==> config.mk <==
export PLATFORM = sky130hd
export DESIGN_NAME = ksConsoleTop
export DESIGN_NICKNAME = d
export VERILOG_FILES = /design/src/logic/ksConsPkg.sv /design/src/logic/ksClockEnable.sv /design/src/logic/ksConsoleIntf.sv /design/src/logic/ksConsoleTop.sv /design/src/logic/ksControlRom.sv /design/src/logic/ksMicroSequencer.sv
export SDC_FILE = /design/constraint.sdc
export NUM_CORES = 1
export LEC_CHECK = 0
export BUFFER_PORTS_ARGS = -buffer_cell sky130_fd_sc_hd__buf_4
export CAP_MARGIN = 20
export CORE_ASPECT_RATIO = 2
export CORE_MARGIN = 2
export CORE_UTILIZATION = 48
export DETAILED_ROUTE_END_ITERATION = 6
export HOLD_SLACK_MARGIN = 0.03
export PLACE_DENSITY = 0.69
export SLEW_MARGIN = 20
export SYNTH_ARGS = -nofsm -noshare
export SYNTH_HDL_FRONTEND = slang
export SYNTH_HIERARCHICAL = 1
export SYNTH_SLANG_ARGS = --single-unit
==> constraint.sdc <==
create_clock -name clk -period 1.86 [get_ports clk]
set_clock_uncertainty 0.2 [all_clocks]
set_input_delay 0.093 -clock clk [delete_from_list [all_inputs] [get_ports clk]]
set_output_delay 0.093 -clock clk [all_outputs]
set_load 0.02 [all_outputs]
==> src/logic/ksConsPkg.sv <==
////////////////////////////////////////////////////////////////////////////
// Shared definitions for the console control corner.
// The microword is a toy layout for a six-word microprogram, not a
// real instruction set. The special field is read either as console
// set/clear bits or as a jump address, depending on specSel.
// skipSel has a fourth code, EXEC, so the microprogram can split the
// single-step path away from the run loop.
////////////////////////////////////////////////////////////////////////////

package ksConsPkg;

   // Clocks per clock-enable tick
   localparam int CLKEN_DIV = 4;
   // Width of the tick down-counter
   localparam int CLKEN_W   = $clog2(CLKEN_DIV);
   // Micro-PC width and microprogram length
   localparam int UADDR_W   = 3;
   localparam int ROM_DEPTH = 6;
   // Instruction counter width
   localparam int COUNT_W   = 16;
   // Width of the special field
   localparam int SPEC_W    = 6;

   // Special-function selector
   typedef enum logic [1:0]
   {
      NONE = 2'd0,
      CONS = 2'd1,
      JUMP = 2'd2
   } specSel_e;

   // Skip condition, tested against console status
   typedef enum logic [1:0]
   {
      NEVER        = 2'd0,
      CONT_OR_EXEC = 2'd1,
      HALTREQ      = 2'd2,
      EXEC         = 2'd3
   } skipSel_e;

   // Console special function, one bit per action
   typedef struct packed
   {
      logic setHalt;
      logic clrHalt;
      logic clrRun;
      logic clrCont;
      logic clrExec;
      logic clrHaltReq;
   } consBits_t;

   // Jump form of the special field, address in the low bits
   typedef struct packed
   {
      logic [SPEC_W-UADDR_W-1:0] pad;
      logic [UADDR_W-1:0]        addr;
   } jumpBits_t;

   // Same six bits, two meanings
   typedef union packed
   {
      consBits_t cons;
      jumpBits_t jump;
   } specField_u;

   // Microword, 17 bits
   typedef struct packed
   {
      specSel_e           specSel;
      skipSel_e           skipSel;
      logic               countInstr;
      logic [UADDR_W-1:0] nextAddr;
      logic [UADDR_W-1:0] skipAddr;
      specField_u         spec;
   } uWord_t;

   // Console command, travels with cmdValid
   typedef struct packed
   {
      logic run;
      logic cont;
      logic exec;
      logic halt;
   } consCmd_t;

   // Console status flags
   typedef struct packed
   {
      logic run;
      logic cont;
      logic exec;
      logic halt;
      logic haltReq;
   } consStatus_t;

endpackage

==> src/logic/ksClockEnable.sv <==
////////////////////////////////////////////////////////////////////////////
// Clock-enable timer.
// clken is a registered one-clock pulse every CLKEN_DIV clocks.
// It is low out of reset; the first pulse comes CLKEN_DIV clocks
// after reset is released. Needs CLKEN_DIV of 2 or more.
////////////////////////////////////////////////////////////////////////////

`timescale 1ns/1ps

module ksClockEnable
(
   input  logic clk,
   input  logic rst,
   output logic clken
);

   // Down-counter, wraps at zero
   logic [ksConsPkg::CLKEN_W-1:0] divCount;

   always_ff @(posedge clk or posedge rst)
   begin
      if (rst)
      begin
         divCount <= ksConsPkg::CLKEN_W'(ksConsPkg::CLKEN_DIV - 1);
         clken    <= 1'b0;
      end
      else
      begin
         // Pulse on the wrap, reload the period
         clken <= (divCount == '0);
         if (divCount == '0)
            divCount <= ksConsPkg::CLKEN_W'(ksConsPkg::CLKEN_DIV - 1);
         else
            divCount <= divCount - 1'b1;
      end
   end

   // Ticks are isolated single-clock pulses
   assert property (@(posedge clk) disable iff (rst) clken |=> !clken);

endmodule

==> src/logic/ksConsoleIntf.sv <==
////////////////////////////////////////////////////////////////////////////
// Console interface status flags.
// Commands are taken when cmdValid is high on a tick, since cmdReady
// is clken. A command set wins over a microcode clear in the same
// tick. HALT itself is only set and cleared by microcode; the halt
// command raises haltReq instead.
////////////////////////////////////////////////////////////////////////////

`timescale 1ns/1ps

module ksConsoleIntf
(
   input  logic                    clk,
   input  logic                    rst,
   input  logic                    clken,
   input  ksConsPkg::consCmd_t     cmd,
   input  logic                    cmdValid,
   input  ksConsPkg::specField_u   spec,
   input  logic                    consStrobe,
   output logic                    cmdReady,
   output ksConsPkg::consStatus_t  status
);

   logic                 cmdTake;
   ksConsPkg::consCmd_t  setCmd;
   ksConsPkg::consBits_t consOp;

   // Back-pressure until the next tick
   assign cmdReady = clken;
   assign cmdTake  = cmdValid && clken;

   // Qualified command bits and microcode actions
   assign setCmd = cmdTake ? cmd : '0;
   assign consOp = consStrobe ? spec.cons : '0;

   always_ff @(posedge clk or posedge rst)
   begin
      if (rst)
         status <= '0;
      else
      begin
         // RUN
         if (setCmd.run)
            status.run <= 1'b1;
         else if (consOp.clrRun)
            status.run <= 1'b0;

         // CONTINUE
         if (setCmd.cont)
            status.cont <= 1'b1;
         else if (consOp.clrCont)
            status.cont <= 1'b0;

         // EXECUTE
         if (setCmd.exec)
            status.exec <= 1'b1;
         else if (consOp.clrExec)
            status.exec <= 1'b0;

         // HALT, microcode only
         if (consOp.setHalt)
            status.halt <= 1'b1;
         else if (consOp.clrHalt)
            status.halt <= 1'b0;

         // Halt request from the halt switch
         if (setCmd.halt)
            status.haltReq <= 1'b1;
         else if (consOp.clrHaltReq)
            status.haltReq <= 1'b0;
      end
   end

endmodule

==> src/logic/ksConsoleTop.sv <==
////////////////////////////////////////////////////////////////////////////
// Console control top level.
// Timer, control ROM, microsequencer and console interface.
// cmd is accepted on a clock where cmdValid and cmdReady are high;
// cmdReady only rises on clock-enable ticks.
////////////////////////////////////////////////////////////////////////////

`timescale 1ns/1ps

module ksConsoleTop
(
   input  logic                           clk,
   input  logic                           rst,
   input  ksConsPkg::consCmd_t            cmd,
   input  logic                           cmdValid,
   output logic                           cmdReady,
   output ksConsPkg::consStatus_t         status,
   output logic [ksConsPkg::COUNT_W-1:0]  instrCount
);

   // Tick and microcode paths
   logic                          clken;
   logic [ksConsPkg::UADDR_W-1:0] addr;
   ksConsPkg::uWord_t             word;
   ksConsPkg::specField_u         spec;
   logic                          consStrobe;

   ksClockEnable ksClockEnable_i
   (
      .clk   (clk),
      .rst   (rst),
      .clken (clken)
   );

   ksControlRom ksControlRom_i
   (
      .clk  (clk),
      .rst  (rst),
      .addr (addr),
      .word (word)
   );

   // Status feeds back into the skip logic
   ksMicroSequencer ksMicroSequencer_i
   (
      .clk        (clk),
      .rst        (rst),
      .clken      (clken),
      .word       (word),
      .status     (status),
      .addr       (addr),
      .spec       (spec),
      .consStrobe (consStrobe),
      .instrCount (instrCount)
   );

   ksConsoleIntf ksConsoleIntf_i
   (
      .clk        (clk),
      .rst        (rst),
      .clken      (clken),
      .cmd        (cmd),
      .cmdValid   (cmdValid),
      .spec       (spec),
      .consStrobe (consStrobe),
      .cmdReady   (cmdReady),
      .status     (status)
   );

endmodule

==> src/logic/ksControlRom.sv <==
////////////////////////////////////////////////////////////////////////////
// Control ROM for the six-word console microprogram.
// Read is registered on every clock, so the word for a new micro-PC
// is ready one clock later, well before the next tick.
// Addresses 6 and 7 read back word 0.
////////////////////////////////////////////////////////////////////////////

`timescale 1ns/1ps

module ksControlRom
(
   input  logic                           clk,
   input  logic                           rst,
   input  logic [ksConsPkg::UADDR_W-1:0]  addr,
   output ksConsPkg::uWord_t              word
);

   // Decoded table entry for addr
   ksConsPkg::uWord_t romData;

   always_comb
   begin
      romData = '0;
      case (addr)
         3'd1:
         begin
            // Wait for CONT or EXEC, spin here otherwise
            romData.specSel       = ksConsPkg::JUMP;
            romData.skipSel       = ksConsPkg::CONT_OR_EXEC;
            romData.skipAddr      = 3'd2;
            romData.spec.jump.addr = 3'd1;
         end
         3'd2:
         begin
            // Leave halt; EXEC goes to single step
            romData.specSel           = ksConsPkg::CONS;
            romData.spec.cons.clrCont = 1'b1;
            romData.spec.cons.clrHalt = 1'b1;
            romData.skipSel           = ksConsPkg::EXEC;
            romData.skipAddr          = 3'd4;
            romData.nextAddr          = 3'd3;
         end
         3'd3:
         begin
            // Run loop, one instruction per tick
            romData.specSel        = ksConsPkg::JUMP;
            romData.spec.jump.addr = 3'd3;
            romData.countInstr     = 1'b1;
            romData.skipSel        = ksConsPkg::HALTREQ;
            romData.skipAddr       = 3'd5;
         end
         3'd4:
         begin
            // Single step then back to halt
            romData.specSel           = ksConsPkg::CONS;
            romData.spec.cons.clrExec = 1'b1;
            romData.countInstr        = 1'b1;
            romData.nextAddr          = 3'd0;
         end
         3'd5:
         begin
            // Halt request seen, drop RUN
            romData.specSel              = ksConsPkg::CONS;
            romData.spec.cons.clrRun     = 1'b1;
            romData.spec.cons.clrHaltReq = 1'b1;
            romData.nextAddr             = 3'd0;
         end
         default:
         begin
            // Word 0, enter halt
            romData.specSel           = ksConsPkg::CONS;
            romData.spec.cons.setHalt = 1'b1;
            romData.nextAddr          = 3'd1;
         end
      endcase
   end

   // Output register; all-zero word is a harmless NOP
   always_ff @(posedge clk or posedge rst)
   begin
      if (rst)
         word <= '0;
      else
         word <= romData;
   end

   // Halt set and clear never share a console word
   assert property (@(posedge clk) disable iff (rst)
      (word.specSel == ksConsPkg::CONS) |->
         !(word.spec.cons.setHalt && word.spec.cons.clrHalt));

endmodule

==> src/logic/ksMicroSequencer.sv <==
////////////////////////////////////////////////////////////////////////////
// Microsequencer.
// Executes the current ROM word on each clken tick once out of the
// RESET state. Skip beats jump, jump beats nextAddr.
// consStrobe and spec are combinational and only mean something
// while consStrobe is high.
////////////////////////////////////////////////////////////////////////////

`timescale 1ns/1ps

module ksMicroSequencer
(
   input  logic                           clk,
   input  logic                           rst,
   input  logic                           clken,
   input  ksConsPkg::uWord_t              word,
   input  ksConsPkg::consStatus_t         status,
   output logic [ksConsPkg::UADDR_W-1:0]  addr,
   output ksConsPkg::specField_u          spec,
   output logic                           consStrobe,
   output logic [ksConsPkg::COUNT_W-1:0]  instrCount
);

   typedef enum logic
   {
      stReset   = 1'b0,
      stRunning = 1'b1
   } state_t;

   state_t                        state;
   logic                          execTick;
   logic                          skipTaken;
   logic [ksConsPkg::UADDR_W-1:0] nextPc;

   // A tick that actually runs a microword
   assign execTick = clken && (state == stRunning);

   //////////////////////////////////////////////////////////////////////////
   // Skip and next address
   //////////////////////////////////////////////////////////////////////////

   always_comb
   begin
      skipTaken = 1'b0;
      case (word.skipSel)
         ksConsPkg::NEVER:        skipTaken = 1'b0;
         ksConsPkg::CONT_OR_EXEC: skipTaken = status.cont || status.exec;
         ksConsPkg::HALTREQ:      skipTaken = status.haltReq;
         ksConsPkg::EXEC:         skipTaken = status.exec;
      endcase

      // Jump field only valid when specSel says so
      if (skipTaken)
         nextPc = word.skipAddr;
      else if (word.specSel == ksConsPkg::JUMP)
         nextPc = word.spec.jump.addr;
      else
         nextPc = word.nextAddr;
   end

   // Console special function goes straight out
   assign spec       = word.spec;
   assign consStrobe = execTick && (word.specSel == ksConsPkg::CONS);

   //////////////////////////////////////////////////////////////////////////
   // State, micro-PC and instruction counter
   //////////////////////////////////////////////////////////////////////////

   always_ff @(posedge clk or posedge rst)
   begin
      if (rst)
      begin
         state      <= stReset;
         addr       <= '0;
         instrCount <= '0;
      end
      else if (clken)
      begin
         case (state)
            stReset:
            begin
               // First tick only arms the machine
               state <= stRunning;
            end
            default:
            begin
               addr <= nextPc;
               if (word.countInstr)
                  instrCount <= instrCount + ksConsPkg::COUNT_W'(1);
            end
         endcase
      end
   end

   // Micro-PC never leaves the programmed words
   assert property (@(posedge clk) disable iff (rst) addr < ksConsPkg::ROM_DEPTH);

endmodule

==> results of run 1 <==
-- per-stage QoR --
stage	worst slack (ns)	std cells	area (sq um)	hold slack (ns)	utilization [%]
after detailed placement	0.225	223	1990	-0.204	55.2
after floorplan	0.226	158	1810	-0.355	-
final	0.174	237	2140	0.0540	59.3
after CTS	0.200	237	2140	0.0565	59.3
after global placement	0.260	223	1990	-0.211	55.2
after global routing	0.0961	237	2140	0.0585	59.3
-- power groups by stage --
| stage | clock, mW | sequential (mW) | combinational, mW |
|---|---|---|---|
| after global placement | 0 | 1.35 | 0.856 |
| after floorplan | 0 | 1.37 | 0.672 |
| after detailed placement | 0 | 1.37 | 0.883 |
| after CTS | 0.583 | 1.35 | 0.893 |
| after global routing | 0.638 | 1.39 | 0.969 |
| final | 0.572 | 1.36 | 0.883 |
-- timing repair --
action	in CTS	in global routing
endpoints found under the setup margin	0	0
endpoints found under the hold margin	44	0
hold buffers	6	0
-- worst max-delay path, delay by kind of cell, from the launching register on --
kind | cells | cell delay, ns
simple gates | 3 | 0.47
buf+inv | 1 | 0.18
flops | 1 | 0.51
compound gates | 1 | 0.21
-- sequential cells by signal, summed over array words and instances, names as in the netlist --
name                           cells
ksMicroSequencer_i/state           1
ksMicroSequencer_i/addr            3
ksClockEnable_i/clken              1
ksMicroSequencer_i/instrCount     16
ksConsoleIntf_i/status             5
ksControlRom_i/word               12
ksClockEnable_i/divCount           2
-- layout by cell type, fill, tap and decap left out, drive strengths merged, types with 2 or more instances in the layout --
master / synthesis / layout
a21o: 2 / 2
a21oi: 4 / 4
a32o: 4 / 4
and2b: 2 / 2
and3: 7 / 7
buf: 16 / 32
clkbuf: 0 / 8
dfrtp: 38 / 38
dfstp: 2 / 2
dlygate4sd3: 0 / 6
ha: 2 / 2
inv: 10 / 10
mux2i: 3 / 3
nand2: 16 / 16
nand3: 2 / 2
nand4: 7 / 7
nor2: 5 / 5
nor3: 5 / 5
nor3b: 3 / 3
o31ai: 3 / 3
xnor2: 10 / 10
xor2: 6 / 6
-- synth_stat cells (all sizes together) --
library cell / n / share of area, %
conb: 1 / 0.21
mux2i: 3 / 1.7
and4: 1 / 0.62
nand3: 2 / 0.55
buf: 16 / 6.7
xor2: 6 / 2.9
and3: 7 / 2.4
a21o: 2 / 0.83
nand3b: 1 / 0.42
nand4: 7 / 3.1
nor3: 5 / 2.3
or2: 1 / 0.35
nor2b: 1 / 0.35
dfrtp: 38 / 53
a32o: 4 / 2.2
nor2: 5 / 1.0
inv: 10 / 2.1
o21ai: 1 / 0.28
ha: 2 / 1.4
dfstp: 2 / 2.9
and2b: 2 / 0.97
a22o: 1 / 0.55
nor3b: 3 / 1.2
xnor2: 10 / 4.8
o31ai: 3 / 1.2
a21boi: 1 / 0.42
and2: 1 / 0.35
a21oi: 4 / 1.1
mux2: 1 / 0.62
nand2: 16 / 3.5
nand2b: 1 / 0.35
-- layer usage --
| layer | global-route usage [%] | share of wire (%) | up-vias |
|---|---|---|---|
| met5 | 0 | 0 | - |
| met4 | 9.03 | 2.8 | 0 |
| met3 | 3.60 | 2.4 | 6 |
| met2 | 31.9 | 59 | 23 |
| met1 | 18.9 | 36 | 588 |
| li1 | - | - | 576 |
-- path summary, 6_finish.rpt --
| check | startpoint | to | slack, ns |
|---|---|---|---|
| worst max-delay path | ksClockEnable_i/clken | ksConsoleIntf_i/status[3] | 0.17 |
| worst min-delay path | rst | ksClockEnable_i/clken | 0.05 |
| worst max register to register | ksClockEnable_i/clken | ksConsoleIntf_i/status[3] | 0.17 |
| worst min register to register | ksClockEnable_i/divCount[0] | ksClockEnable_i/divCount[0] | 0.27 |
| max in group asynchronous | rst | ksControlRom_i/word[6] | 0.98 |
| min in group clk | ksClockEnable_i/divCount[0] | ksClockEnable_i/divCount[0] | 0.27 |
-- area by class of cell --
cell class / instances / area (sq um) / share of cell area [%]
sequential: 40 / 1000 / 46.9
timing repair buffer: 38 / 300 / 14.0
inverter: 10 / 37.5 / 1.75
tap: 49 / 61.3 / 2.87
clock buffer: 8 / 90.1 / 4.21
multi-input combinational: 92 / 647 / 30.2
-- kinds of logic after synthesis --
logic type	share of synthesized area, %
AO/OA/AOI/OAI	6.64
XOR/XNOR	7.75
adder cells (fa/ha/maj)	1.38
buffers and inverters	8.78
flip-flops	55.5
multiplexers	2.28
other	0.207
AND/OR/NAND/NOR	17.5
==> metrics, run 1 <==
run status=finished, final reports clean; vias per cell=5.03; post-synthesis cell area=1810 sq um; largest net degree at the start of global routing=21; crit-path max FO=8; # diodes=0; die area=4310 sq um; Design Power=2.81 mW; gr usage total=18.3%; Post-CTS Setup Inserts=0; Avg Inst Size Synth=11.5 sq um; PortBufs=28; standard-cell rows=31; arrival time at the worst endpoint=1.66 ns; H-tree depth=2; crit share post-route=90.6%; PwrDens=1310 nW/um^2; sequential element share of the synthesized area=55.5%; minimum clock period=1.69 ns; post-synth cell types=38; DR iter-0 viols=20; Horiz. Die Dim=47.4 um; via count=1193; total grt overflow=0; CTS resizes=0; Detail Route Antenna Nets=0; # DRC=0; clk_lat worst skew=0.28 ns; Required @ worst endpoint=1.83 ns; post-DR wirelength/cell=14.4 um; Setup crit end kind=register; Core Area=3610 sq um; layout cells sized above 1=26.6%; TritonRoute pass-1 iters=4; Internal=1.87 mW; Net Sw Frac=33.5%; Initial Util=50.2%; TritonCTS clock tree=built; Ports=29; final-report hold violation count=0; Reg power frac=48.2%; Final TNS setup=0 ns; RSZ-0062 raised after global routing=no; root buffer cell=clkbuf_8; Slowest Stage Delay on Critical Path=0.51 ns; Final Setup Violations=0; Slowest-stage cell, CP=dfrtp_1; Crit Path Category=register to register; HP Class=input pin to asynchronous set/reset pin; area delta synth->final=18.3%; Clock Power Share=20.3%; fmax=593 MHz; Syn Inst Count=158; Layout fillers=309; CTS max path bufs=2; RePlAce Congestion=0.831; switching pwr=0.943 mW; initial antenna violation count=0; CTS clk-pin slew, worst paths=0.07 ns; P_leak=1.04 nW; TritonCTS buffer count=5; crit start category=register; first-pass GRT wire length=5590 um; Synth Net Count=167; worst r2r path cells=5; clk sinks=40; Die H=90.8 um; Slew Limit Fails=0; vias in the first global route=1255; Nets=196; final WL=3410 um; maxcap violations=0; Yosys warnings=6; Peak VDD IR=0.00112 V; Logic pwr share=31.4%; #FFs+latches synth=40; dpl hpwl=2620 um; critical path, cell by cell=nand2_2 > nor3b_1 > buf_4 > nand2_1 > a32o_1
(Power assumes the default switching activity.)
==> run 2, diff against run 1 <==
Settings changed: BUFFER_PORTS_ARGS -buffer_cell sky130_fd_sc_hd__buf_4 to -buffer_cell sky130_fd_sc_hd__buf_2, SLEW_MARGIN 20 to unset.
==> run 2 against run 1 <==
Die area is the same. First-iteration DRC count up 25%. Flip-flop and latch count stayed put. Fmax is 1.3% higher. Final cell count is 0.42% lower. Sequential share of layout area up 0.89 points. Critical endpoint is now ksConsoleIntf_i/status[4]. Largest cell class unchanged. Highest routed layer unchanged.
==> metrics, run 2 (synthesis gave the netlist of run 1 again) <==
gr usage total=18.2%; RePlAce Congestion=0.841; area delta synth->final=16.0%; Buf+Inv Stages, Crit Path=1; dpl hpwl=2690 um; layout cells sized above 1=27.8%; Crit Path Category=register to register; Ports=29; minimum clock period=1.66 ns; via count=1230; grt met3 use=4.40%; placed inst area=1910 sq um; Detail Route Antenna Nets=0; total grt overflow=0; H-tree depth=2; P_leak=1.04 nW; clk sinks=40; Nets=195; critical path, cell by cell=nand2_2 > nor3b_1 > buf_4 > nand2_1 > a32o_1; Post-CTS Setup Inserts=0; root buffer cell=clkbuf_8; GR Util met1=17.7%; Final TNS setup=0 ns; Initial Util=50.2%; clk_lat worst skew=0.29 ns; Design Power=2.92 mW; Core Area=3610 sq um; first-pass GRT wire length=5640 um; Placed Instances=222; met2 Use GR=32.1%; TritonCTS clock tree=built; Setup crit end kind=register; max reg flops=16; GRT busiest layer=met2; post-DR wirelength/cell=14.4 um; vias per cell=5.21; Horiz. Die Dim=47.4 um; Finished Core Util=58.2%; CTS max path bufs=2; final-report hold violation count=0; largest net degree at the start of global routing=21; standard-cell rows=31; crit-path max FO=8; Layout fillers=312; DR iter-0 viols=25; most common cell after layout, fill and taps aside=dfrtp_1; Largest regs=ksMicroSequencer_i/instrCount x16, ksControlRom_i/word x12, ksConsoleIntf_i/status x5; Slowest Stage Delay on Critical Path=0.49 ns; Slowest-stage cell, CP=dfrtp_1; final WL=3390 um; Final Setup Violations=0; crit start category=register; Post-Layout Cell Count=236; PwrDens=1390 nW/um^2; TritonCTS buffer count=5; crit share post-route=89.5%; HP Class=input pin to asynchronous set/reset pin; RSZ-0062 raised after global routing=no; initial antenna violation count=0; fmax=601 MHz; die area=4310 sq um; Slew Limit Fails=0; most frequent cells in the layout=38 x dfrtp_1, 28 x buf_2, 15 x nand2_1, 10 x inv_1, 10 x xnor2_1; PortBufs=28; run status=finished, final reports clean; arrival time at the worst endpoint=1.64 ns; Required @ worst endpoint=1.83 ns; Peak VDD IR=0.00106 V; Die H=90.8 um; CTS clk-pin slew, worst paths=0.07 ns; register with the most flip-flops=ksMicroSequencer_i/instrCount; # DRC=0; maxcap violations=0; Top delay family on crit path=flip-flops; vias in the first global route=1266; # diodes=0; fin area=2100 sq um; TritonRoute pass-1 iters=4
run 2: cell types whose count changed in the layout (fill, tap and decap cells not counted):
cell,previous run,this run
clkbuf_8,6,7
and3_2,0,1
buf_4,32,3
and3_1,7,6
buf_2,0,28
clkbuf_1,2,0
bufinv_16,0,1
run 2: worst reg2reg max path: cells and delay by family, from the launching register on:
family	cells	cell delay [ns]
buf+inv	1	0.18
flops	1	0.49
simple gates	3	0.48
compound gates	1	0.21
run 2: layer usage:
layer,up-vias,share of wire [%]
li1,572,-
met1,612,34
met2,32,58
met3,14,3.5
met4,0,4.1
met5,-,0
run 2: through the flow:
step | hold slack, ns | worst slack [ns]
CTS | 0.0460 | 0.143
global placement | -0.209 | 0.202
detailed placement | -0.199 | 0.152
floorplan | -0.355 | 0.226
finish | 0.0509 | 0.196
global route | 0.0576 | 0.0215
run 2: path summary, 6_finish.rpt:
| kind | startpoint | to | slack [ns] | cells past startpoint |
|---|---|---|---|---|
| worst max-delay path | ksClockEnable_i/clken | ksConsoleIntf_i/status[4] | 0.20 | 5 |
| worst min-delay path | rst | ksClockEnable_i/clken | 0.05 | 3 |
| worst max register to register | ksClockEnable_i/clken | ksConsoleIntf_i/status[4] | 0.20 | 5 |
| worst min register to register | ksClockEnable_i/divCount[0] | ksClockEnable_i/divCount[0] | 0.26 | 1 |
| max in group asynchronous | rst | ksControlRom_i/word[4] | 0.98 | 3 |
| min in group clk | ksClockEnable_i/divCount[0] | ksClockEnable_i/divCount[0] | 0.26 | 1 |
run 2: cell type report:
class,count,area [sq um],share of cell area [%]
flip-flops and latches,40,1000,47.8
well taps,49,61.3,2.92
repair buffers,37,223,10.6
clock buffers,7,96.3,4.59
clock inverters,1,30.0,1.43
multi-input cells,92,648,30.9
inverters,10,37.5,1.79
run 2: repair_timing:
item / CTS / global route
hold endpoints to repair: 44 / 0
gates resized for setup: 0 / 1
setup endpoints to repair: 0 / 1
hold buffers: 6 / 0
run 2: power breakdown:
part / leakage, nW / total [mW] / internal, mW / switching, mW
logic: 0.479 / 0.814 / 0.396 / 0.418
clock network: 0.0645 / 0.750 / 0.473 / 0.277
registers: 0.496 / 1.36 / 1.11 / 0.248
total: 1.04 / 2.92 / 1.98 / 0.944
==> run 3, diff against run 2 <==
Settings changed: PLACE_DENSITY 0.69 to 0.72.
Clock period 1.86 ns to 1.5 ns, I/O delays scaled along.
==> run 3 against run 2 <==
Combinational power is 61% higher. Critical path depth is 2 lower. Global-route usage is 1.3 points higher. Clock power is 61% higher. Flip-flop and latch count stayed put. First-iteration DRC count is 64% lower. Fmax is 12% higher. Critical endpoint is now ksMicroSequencer_i/instrCount[1]. Largest power group unchanged. Highest routed layer unchanged.
==> metrics, run 3 (synthesis gave the netlist of run 1 again) <==
most common cell after layout, fill and taps aside=dfrtp_1; TritonCTS clock tree=built; Layout fillers=284; post-DR wirelength/cell=14.9 um; Worst Hold Slack=0.0505 ns; Crit Path Category=register to register; H-tree depth=2; PortBufs=28; most frequent cells in the layout=34 x dfrtp_1, 28 x buf_2, 20 x buf_4, 11 x nand2_1; minimum clock period=1.48 ns; HP Class=input pin to asynchronous set/reset pin; Design Power=4.21 mW; Storage cell area=1010 sq um; crit share post-route=99.0%; standard-cell rows=31; largest net degree at the start of global routing=21; arrival time at the worst endpoint=1.47 ns; crit-path max FO=6; Buf+Inv Stages, Crit Path=1; fmax=674 MHz; Largest regs=ksMicroSequencer_i/instrCount x16, ksControlRom_i/word x12, ksConsoleIntf_i/status x5; PwrDens=1780 nW/um^2; initial antenna violation count=0; Horiz. Die Dim=47.4 um; Initial Util=50.2%; root buffer cell=clkbuf_8; final WL=3790 um; Final Setup Violations=0; critical path, cell by cell=and3_2 > buf_4 > mux2_2; final-report hold violation count=0; vias per cell=5.11; CTS clk-pin slew, worst paths=0.08 ns; TritonRoute pass-1 iters=4; pre-CTS setup slack=-0.0488 ns; maxcap violations=0; fin area=2370 sq um; vias in the first global route=1352; setup ws final=0.0155 ns; Detail Route Antenna Nets=0; dpl hpwl=2710 um; Multi-input gate area=731 sq um; # DRC=0; Slowest-stage cell, CP=dfrtp_1; run status=finished, final reports clean; clk sinks=40; via count=1303; register with the most flip-flops=ksMicroSequencer_i/instrCount; Slew Limit Fails=0; placed inst area=2010 sq um; gr usage total=19.5%; layout cells sized above 1=42.2%; CTS max path bufs=2; die area=4310 sq um; Core Area=3610 sq um; clk_lat worst skew=0.29 ns; Peak VDD IR=0.00133 V; DR iter-0 viols=9; # diodes=0; RePlAce Congestion=0.865; crit start category=register; Top delay family on crit path=flip-flops; max reg flops=16; TritonCTS buffer count=5; Setup crit end kind=register; Ports=29; Die H=90.8 um; first-pass GRT wire length=5950 um; Nets=214; Slowest Stage Delay on Critical Path=0.44 ns; area delta synth->final=30.9%; Required @ worst endpoint=1.48 ns; total grt overflow=0; RSZ-0062 raised after global routing=yes; P_leak=1.18 nW
## run 3: cell count changes in the layout (fill, tap and decap cells not counted), moves of 2 or more
cell / before / now
clkbuf_8: 7 / 5
nand4_2: 2 / 0
nand2_2: 1 / 5
bufinv_16: 1 / 3
buf_4: 3 / 20
nand2_1: 15 / 11
nand4_4: 0 / 2
dfrtp_2: 0 / 4
dfrtp_1: 38 / 34
## run 3: stage by stage
step | setup TNS (ns) | std cells | utilization, %
floorplan | -0.123 | 158 | -
global placement | 0 | 234 | 55.7
detailed placement | -0.110 | 234 | 55.7
CTS | -0.0324 | 249 | 62.2
global route | -0.436 | 255 | 65.7
finish | 0 | 255 | 65.7
## run 3: timing repair
action                                  in CTS  in global routing
hold buffers                                 7                  0
pin swaps                                    0                 13
setup buffers                                0                  6
endpoints found under the setup margin       4                 15
endpoints found under the hold margin       44                  0
cloned                                       0                  0
gates resized for setup                      1                 19
## run 3: layout make-up
cell class / count / share of cell area, %
sequential: 40 / 42.6
multi-input combinational: 92 / 30.9
timing repair buffer: 56 / 15.7
clock inverter: 3 / 3.80
clock buffer: 5 / 2.91
tap: 49 / 2.59
inverter: 10 / 1.58
## run 3: metal layers
metal | vias up | wire length [um] | track usage (%)
met1 | 644 | 1190 | 18.7
li1 | 611 | - | -
met3 | 12 | 155 | 4.60
met2 | 36 | 2320 | 34.8
met4 | 0 | 123 | 9.95
met5 | - | 0 | 0
## run 3: worst paths after layout
path	startpoint	end	slack, ns	cells past startpoint
worst max-delay path	ksControlRom_i/word[1]	ksMicroSequencer_i/instrCount[1]	0.02	3
worst min-delay path	rst	ksConsoleIntf_i/status[3]	0.05	3
worst max register to register	ksControlRom_i/word[1]	ksMicroSequencer_i/instrCount[1]	0.02	3
worst min register to register	ksClockEnable_i/divCount[0]	ksClockEnable_i/divCount[0]	0.26	1
max in group asynchronous	rst	ksClockEnable_i/divCount[1]	0.32	4
min in group clk	ksClockEnable_i/divCount[0]	ksClockEnable_i/divCount[0]	0.26	1
## run 3: tightest hold or removal path, delay by kind of cell
| family | cells | cell delay, ns |
|---|---|---|
| buf+inv | 3 | 0.84 |
## run 3: where the power goes
| group | switching (mW) | internal [mW] | total, mW |
|---|---|---|---|
| registers | 0.316 | 1.38 | 1.70 |
| clock network | 0.375 | 0.832 | 1.21 |
| logic | 0.642 | 0.664 | 1.31 |
